File: src/rtl/bpu_pkg.sv
`default_nettype none

package bpu_pkg;

    // Instruction type code from the decode stage
    localparam int IR_TYPE_W = 4;

    // Control instruction classes, any other code is a plain instruction
    localparam logic [IR_TYPE_W-1:0] JAL_IR    = 4'd1;
    localparam logic [IR_TYPE_W-1:0] JALR_IR   = 4'd2;
    localparam logic [IR_TYPE_W-1:0] BRANCH_IR = 4'd3;

    // 2-bit saturating counter states
    // Upper bit set means the entry predicts taken
    localparam logic [1:0] STRONG_DONT_TAKE = 2'd0;
    localparam logic [1:0] WEAK_DONT_TAKE   = 2'd1;
    localparam logic [1:0] WEAK_TAKE        = 2'd2;
    localparam logic [1:0] STRONG_TAKE      = 2'd3;

    // Table sizing
    // Index comes from pc[NUM_BITS+1:2]
    localparam int NUM_BITS   = 5;
    localparam int TABLE_SIZE = 2 ** NUM_BITS;

    // Register block addresses, address 3 reads zero
    localparam logic [1:0] CSR_CTRL        = 2'd0;
    localparam logic [1:0] CSR_LOOKUPS     = 2'd1;
    localparam logic [1:0] CSR_MISPREDICTS = 2'd2;

    // Control register fields
    localparam int CTRL_ENABLE_BIT = 0;
    localparam int CTRL_FLUSH_BIT  = 1;

endpackage

`default_nettype wire
File: src/rtl/bpu_top.sv
`default_nettype none

module bpu_top
    import bpu_pkg::*;
(
    input  wire                  clk,
    input  wire                  rst_n,

    // IF stage
    input  wire [31:0]           pc_in_if,
    input  wire [31:0]           pc4_in_if,
    input  wire [IR_TYPE_W-1:0]  ir_type_in_if,
    output logic                 u_jump,
    output logic [31:0]          addr_prediction,

    // EX stage
    input  wire [31:0]           pc_in_ex,
    input  wire [IR_TYPE_W-1:0]  ir_type_in_ex,
    input  wire [31:0]           jump_addr_if_taken,
    input  wire                  is_prediction_wrong,

    // Register bus
    input  wire                  csr_we,
    input  wire [1:0]            csr_addr,
    input  wire [31:0]           csr_wdata,
    output logic [31:0]          csr_rdata
);

    logic enable;
    logic flush;
    logic lookup_strobe;
    logic mispredict_strobe;

    bpu_csr u_csr (
        .clk               (clk),
        .rst_n             (rst_n),
        .csr_we            (csr_we),
        .csr_addr          (csr_addr),
        .csr_wdata         (csr_wdata),
        .csr_rdata         (csr_rdata),
        .lookup_strobe     (lookup_strobe),
        .mispredict_strobe (mispredict_strobe),
        .enable            (enable),
        .flush             (flush)
    );

    jump_predictor u_predictor (
        .clk                 (clk),
        .rst_n               (rst_n),
        .enable              (enable),
        .flush               (flush),
        .pc_in_if            (pc_in_if),
        .pc4_in_if           (pc4_in_if),
        .ir_type_in_if       (ir_type_in_if),
        .pc_in_ex            (pc_in_ex),
        .ir_type_in_ex       (ir_type_in_ex),
        .jump_addr_if_taken  (jump_addr_if_taken),
        .is_prediction_wrong (is_prediction_wrong),
        .u_jump              (u_jump),
        .addr_prediction     (addr_prediction),
        .lookup_strobe       (lookup_strobe),
        .mispredict_strobe   (mispredict_strobe)
    );

endmodule

`default_nettype wire

File: src/rtl/bpu_csr.sv
`default_nettype none

module bpu_csr
    import bpu_pkg::*;
(
    input  wire         clk,
    input  wire         rst_n,

    // Register bus
    input  wire         csr_we,
    input  wire  [1:0]  csr_addr,
    input  wire  [31:0] csr_wdata,
    output logic [31:0] csr_rdata,

    // Events from the predictor
    input  wire         lookup_strobe,
    input  wire         mispredict_strobe,

    // Controls to the predictor
    output logic        enable,
    output logic        flush
);

    logic        wr_ctrl;
    logic        clr_lookups;
    logic        clr_mispredicts;
    logic [31:0] lookup_cnt;
    logic [31:0] mispredict_cnt;

    assign wr_ctrl         = csr_we && (csr_addr == CSR_CTRL);
    assign clr_lookups     = csr_we && (csr_addr == CSR_LOOKUPS);
    assign clr_mispredicts = csr_we && (csr_addr == CSR_MISPREDICTS);

    // Enable bit, comes up on after reset
    always_ff @(posedge clk) begin
        if (!rst_n) begin
            enable <= 1'b1;
        end else if (wr_ctrl) begin
            enable <= csr_wdata[CTRL_ENABLE_BIT];
        end
    end

    // Flush is a single pulse, a write during the pulse is absorbed by it
    always_ff @(posedge clk) begin
        if (!rst_n) begin
            flush <= 1'b0;
        end else begin
            flush <= wr_ctrl && csr_wdata[CTRL_FLUSH_BIT] && !flush;
        end
    end

    // Event counters, a bus write clears and wins over a strobe
    always_ff @(posedge clk) begin
        if (!rst_n) begin
            lookup_cnt <= '0;
        end else if (clr_lookups) begin
            lookup_cnt <= '0;
        end else if (lookup_strobe) begin
            lookup_cnt <= lookup_cnt + 32'd1;
        end
    end

    always_ff @(posedge clk) begin
        if (!rst_n) begin
            mispredict_cnt <= '0;
        end else if (clr_mispredicts) begin
            mispredict_cnt <= '0;
        end else if (mispredict_strobe) begin
            mispredict_cnt <= mispredict_cnt + 32'd1;
        end
    end

    // Read mux, flush bit is write-only
    always_comb begin
        csr_rdata = '0;
        case (csr_addr)
            CSR_CTRL: begin
                csr_rdata[CTRL_ENABLE_BIT] = enable;
            end
            CSR_LOOKUPS: begin
                csr_rdata = lookup_cnt;
            end
            CSR_MISPREDICTS: begin
                csr_rdata = mispredict_cnt;
            end
            default: begin
                csr_rdata = '0;
            end
        endcase
    end

endmodule

`default_nettype wire

File: src/rtl/jump_predictor.sv
`default_nettype none

module jump_predictor
    import bpu_pkg::*;
(
    input  wire                  clk,
    input  wire                  rst_n,

    // From the register block
    input  wire                  enable,
    input  wire                  flush,

    // IF stage lookup
    input  wire [31:0]           pc_in_if,
    input  wire [31:0]           pc4_in_if,
    input  wire [IR_TYPE_W-1:0]  ir_type_in_if,

    // EX stage resolution
    input  wire [31:0]           pc_in_ex,
    input  wire [IR_TYPE_W-1:0]  ir_type_in_ex,
    input  wire [31:0]           jump_addr_if_taken,
    input  wire                  is_prediction_wrong,

    // Prediction back to IF
    output logic                 u_jump,
    output logic [31:0]          addr_prediction,

    // Event strobes for the counters
    output logic                 lookup_strobe,
    output logic                 mispredict_strobe
);

    // Counter states live in flops so they can be reset and flushed together
    logic [1:0]  state_q  [TABLE_SIZE];
    // Targets only matter once a state says take, no reset needed
    logic [31:0] target_q [TABLE_SIZE];

    logic                if_ctrl;
    logic [NUM_BITS-1:0] rd_idx;
    logic [1:0]          rd_state;
    logic [31:0]         rd_target;

    logic                ex_ctrl;
    logic [NUM_BITS-1:0] wr_idx;
    logic [1:0]          wr_state;

    function automatic logic is_ctrl_ir(input logic [IR_TYPE_W-1:0] ir_type);
        return (ir_type == JAL_IR) || (ir_type == JALR_IR) || (ir_type == BRANCH_IR);
    endfunction

    // Saturating update, a correct outcome always ends in a strong state
    function automatic logic [1:0] next_state(input logic [1:0] cur, input logic wrong);
        logic [1:0] nxt;
        if (!wrong) begin
            nxt = cur[1] ? STRONG_TAKE : STRONG_DONT_TAKE;
        end else begin
            case (cur)
                STRONG_DONT_TAKE: nxt = WEAK_DONT_TAKE;
                WEAK_DONT_TAKE:   nxt = WEAK_TAKE;
                WEAK_TAKE:        nxt = WEAK_DONT_TAKE;
                default:          nxt = WEAK_TAKE;
            endcase
        end
        return nxt;
    endfunction

    // Asynchronous lookup
    assign if_ctrl   = is_ctrl_ir(ir_type_in_if);
    assign rd_idx    = pc_in_if[NUM_BITS+1:2];
    assign rd_state  = state_q[rd_idx];
    assign rd_target = target_q[rd_idx];

    assign u_jump          = enable && if_ctrl && rd_state[1];
    assign addr_prediction = u_jump ? rd_target : pc4_in_if;

    // Update side
    assign ex_ctrl  = is_ctrl_ir(ir_type_in_ex);
    assign wr_idx   = pc_in_ex[NUM_BITS+1:2];
    assign wr_state = next_state(state_q[wr_idx], is_prediction_wrong);

    assign lookup_strobe     = enable && if_ctrl;
    assign mispredict_strobe = ex_ctrl && is_prediction_wrong;

    // Reset and flush both drop every entry back to weak-don't-take
    always_ff @(posedge clk) begin
        if (!rst_n || flush) begin
            for (int i = 0; i < TABLE_SIZE; i++) begin
                state_q[i] <= WEAK_DONT_TAKE;
            end
        end else if (ex_ctrl) begin
            state_q[wr_idx] <= wr_state;
        end
    end

    always_ff @(posedge clk) begin
        if (ex_ctrl && !flush) begin
            target_q[wr_idx] <= jump_addr_if_taken;
        end
    end

    // No entry predicts taken straight out of reset
    a_reset_clears_take: assert property (
        @(posedge clk)
        !rst_n |=> !u_jump
    );

    // Right after a flush no entry may predict taken yet
    a_flush_clears_take: assert property (
        @(posedge clk) disable iff (!rst_n)
        flush |=> !u_jump
    );

endmodule

`default_nettype wire

File: config.mk
export PLATFORM = sky130hd
export DESIGN_NAME = bpu_top
export DESIGN_NICKNAME = d
export VERILOG_FILES = /design/src/rtl/bpu_pkg.sv /design/src/rtl/bpu_top.sv /design/src/rtl/bpu_csr.sv /design/src/rtl/jump_predictor.sv
export SDC_FILE = /design/constraint.sdc
export NUM_CORES = 1
export LEC_CHECK = 0
export BUFFER_PORTS_ARGS = -buffer_cell sky130_fd_sc_hd__buf_2
export CAP_MARGIN = 25
export CORE_ASPECT_RATIO = 1.5
export CORE_MARGIN = 5
export CORE_UTILIZATION = 50
export CTS_BUF_LIST = sky130_fd_sc_hd__clkbuf_2
export CTS_CLUSTER_DIAMETER = 200
export DETAILED_ROUTE_END_ITERATION = 10
export PLACE_DENSITY_LB_ADDON = 0.08
export RECOVER_POWER = 50
export SYNTH_ARGS = -nofsm -noshare
export SYNTH_HDL_FRONTEND = slang
export SYNTH_SLANG_ARGS = --single-unit
File: constraint.sdc
create_clock -name clk -period 6.1 [get_ports clk]
set_clock_uncertainty 0.05 [all_clocks]
set_input_delay 1.525 -clock clk [delete_from_list [all_inputs] [get_ports clk]]
set_output_delay 1.525 -clock clk [all_outputs]
set_load 0.05 [all_outputs]
Word-level counts from Yosys, hierarchy flattened:

Memories as Yosys holds them, arrays and structs flattened.
Index checks and enable logic that the tools add are counted.

* register bits: 66
* memory bits (writable): 1088
* input port bits: 174
* output and inout port bits: 65
* logic and storage cells: 56
* memories kept: 2

Memory list
* u_predictor.target_q: words 32, bits a word 32, read ports 1, clocked after memory_dff 0, write ports 1, line jump_predictor.sv:36 `logic [31:0] target_q [TABLE_SIZE];`
* u_predictor.state_q: words 32, bits a word 2, read ports 2, clocked after memory_dff 0, write ports 32, line jump_predictor.sv:34 `logic [1:0] state_q [TABLE_SIZE];`

* add/sub/neg operators: 2
* equal/unequal tests: 9
* muxes and demuxes: 16
* bitwise operators: 1
* reductions and logical operators: 22

Operator list (number)
* $add A32 B1 Y32 const B: 2
* $pmux W31 S2: 1
* $mux W32: 1
* $eq A4 B2 Y1 const B: 4
* $logic_and A1 B1 Y1: 9
* $eq A4 B1 Y1 const B: 2
* $mux W1: 8
* $mux W2: 4
* $reduce_or A2 Y1: 4
* $logic_or A1 B1 Y1: 5
* $mux W5: 1
* $eq A2 B2 Y1 const B: 2
* $logic_not A2 Y1: 2
* $pmux W1 S3: 1
* $eq A2 B1 Y1 const B: 1
* $logic_not A1 Y1: 2
* $not A1 Y1: 1

Longest topological paths before layout:

* depth after elaboration: 8
* depth in mapped cells: 9

Modules after synthesis:

From an unflattened synthesis, not the netlist that was laid out.

* cell total of the unflattened synthesis: 2352
* area, all modules: 46045.4 sq um

By module, submodules not included
* jump_predictor: times used 1, cells an instance 1922, area each 42525.8 sq um, seq. area each 32671.3 sq um
* bpu_csr: times used 1, cells an instance 430, area each 3519.6 sq um, seq. area each 1321.3 sq um

Worst setup path before layout:

No wires, ideal clock.

* path kind: input to output
* from: in pc_in_if[3]
* to: out addr_prediction[18]
* arrival: 3.515 ns
* path slack: 1.010 ns
* cell stages on the path: 8
* path buffers: 3
* cell sequence: buf_2 -> clkbuf_1 -> buf_1 -> mux4_2 -> a22o_1 -> o21ai_0 -> o31ai_1 -> mux2_2

* longest elaborated chain between the ends: 3

Ends and longest elaborated chain
* start, declared: line bpu_top.sv:10 `input wire [31:0] pc_in_if,`
* $mem_v2 Z32 W2
* $logic_and A1 B1 Y1: line jump_predictor.sv:73 `assign u_jump = enable && if_ctrl && rd_state[1];`
* $mux W32 *: line jump_predictor.sv:74 `assign addr_prediction = u_jump ? rd_target : pc4_in_if;`
* end, declared: line bpu_top.sv:14 `output logic [31:0] addr_prediction,`

Mark *: on every way between the ends. The rest lies on a longest branch, timed or not.

Worst setup path after layout:

* from: in pc_in_if[2]
* to: out addr_prediction[26]

The elaborated chain is that of the path after synthesis.

==> qor.csv <==
metric,value,unit
ys_seq_area_share,73.7,%
die-height,382,um
cts_max_path_buffers,4,
coreArea,91500,um2
drive_above_1_share,33.8,%
avgRoutedWirePerCell,29.3,um
multi_input_area,11600,um2
dp.cells,3704,
dr.first_iter.drc_count,2311,
ioPinCount,239,
post_cts_buffers,0,
required,4.53,ns
postRouteAntennaNets,0,
synth_top_area_share,70.9,%
finalMaxSlewViolations,80,
synth_top_area_cell,edfxtp_1,
r2r_slack,2.75,ns
tns,0,ns
end_kind,output port,
cts_tree,yes,
synthTopCellsByArea,"edfxtp_1, mux4_2, dfxtp_1",
vias,25785,
fin_util,56.6,%
placed_cell_area,49600,um2
port_buffers,154,
dr.pass1.iters,6,
cts_made_buffers,286,
synthToLayoutAreaGrowth,12.3,%
grt_max_degree,46,
syn_inst,2394,
yosysWarnings,0,
leakagePower,16.8,nW
synth_cell_types,58,
place_ws,0.221,ns
cts_hold_buf,0,
nNetsFinal,3001,
fillers,7169,
cts_resized,0,
instances_no_fill,4175,
rows,136,
htreeDepth,5,
failed_checks,"max-capacitance violations, max-slew violations",
power_density,279,nW/um2
cts_sinks,1154,
max_freq,0.171,GHz
post-route-min-period,5.84,ns
cts-root-buf,clkbuf_2,
drc,0,
final_cell_mix,"edfxtp_1, clkbuf_2, mux4_2",
synth.avg_cell_area,19.3,um2
tightestPinTransition,1.86,ns
vias_per_cell,6.18,
initial_core_util,50.4,%
synth_edf_count,1088,
crit_type,in -> out,
ys_ff_latch,1154,
fin_crit_sh,95.8,%
dieArea,98500,um2
p_total,14.4,mW
place.gp.congestion,0.839,
insertion_delay,1.52,ns
max-slew-margin-rel,-24.8,%
crit_fanout,21,
critPathLaunchType,primary input,
min_path_type,in -> reg,
ff_latch_area,34000,um2
hold_viol,0,
drv_cap,3,
gr-total-overflow,0,
holdWs,0.226,ns
syn_area,46100,um2
cp.arrival,4.27,ns
grt_pass1_wl,179,mm
synth-async-reset-ratio,0,%
grt_pass1_vias,27259,
grt_util_all_layers,24.8,%
die_w,258,um
run_status,finished with violations,
synth_ff_type,edfxtp_1,
peakVddDrop,0.192,mV
setup_viol,0,
path_clk_slew,0.09,ns
fin_area,51800,um2
layout_commonest_cell,edfxtp_1,
rsz0062_at_grt,false,
wirelength,122,mm
hpwl,74.6,mm
fin_ws,0.257,ns
syn_nets,2574,
antenna_found_initial,4,
kinds of logic (layout without fill, tap and decap cells):
| logic type | Yosys count | in the layout | synth area share [%] |
|---|---|---|---|
| AOI/OAI and AO/OA | 360 | 360 | 5.25 |
| xor gates and xnor gates | 38 | 38 | 0.722 |
| adders and majority gates | 6 | 6 | 0.163 |
| buffers and inverters | 173 | 774 | 1.58 |
| DFF | 1154 | 1154 | 73.7 |
| muxes | 326 | 326 | 14.8 |
| other | 0 | 7 | 0 |
| and+or+nand+nor | 337 | 337 | 3.79 |
worst paths after layout:
kind	start	end	cells past startpoint
min reg2reg	u_csr.mispredict_cnt[28]$_SDFFE_PP0P_	u_csr.mispredict_cnt[28]$_SDFFE_PP0P_	2
max	pc_in_if[2]	addr_prediction[26]	10
max reg2reg	u_csr.flush$_SDFF_PN0_	u_predictor.target_q[20][18]$_DFFE_PP_	3
min	csr_wdata[0]	u_csr.enable$_SDFFE_PN1N_	3
report_power, final:
part | internal, mW | switching (mW) | leakage (nW)
Combinational | 0.364 | 0.599 | 4.67
Clock | 1.82 | 2.96 | 1.80
Sequential | 8.70 | 0.0163 | 10.3
Total | 10.9 | 3.57 | 16.8
cell type report:
cell class	instances	area share, %
sequential	1154	65.7
multi-input combinational	1067	22.4
timing repair buffer	291	4.53
clock buffer	399	3.86
tap	1173	2.83
clock inverter	63	0.568
inverter	21	0.152
antenna	7	0.0338
cells in the mapped netlist (all sizes together), types with 18 or more instances:
library cell and count:
buf 52, o31ai 32, a22o 64, a22oi 33, nand3 27, o22ai 64
edfxtp 1088, clkbuf 100, a21boi 18, dfxtp 66, nor2b 40, o21ai 106
mux2 33, nor2 92, nor4 22, xnor2 31, mux4 280, nand2 52
nor3 21, inv 21, a21oi 21
critical path, stage by stage:
cell and delay (ns):
buf_8 0.21, buf_12 0.21, buf_12 0.23, mux4_2 0.52, a22o_1 0.23, o21ai_0 0.51, buf_4 0.22, o31ai_1 0.09
mux2_2 0.28, buf_2 0.21
layer usage:
metal,up-vias,global-route usage (%),part of all wire (%)
met3,206,5.16,5.8
li1,10955,-,-
met5,-,0,0.0098
met4,2,7.47,2.5
met2,1029,44.2,54
met1,13593,30.8,38
state kept, by name, summed over array words and instances (netlist names):
register              count
u_predictor.target_q   1024
u_csr.flush               1
u_predictor.state_q      64
u_csr.mispredict_cnt     32
u_csr.lookup_cnt         32
u_csr.enable              1
Note: power is estimated with default switching activity, not from simulation.
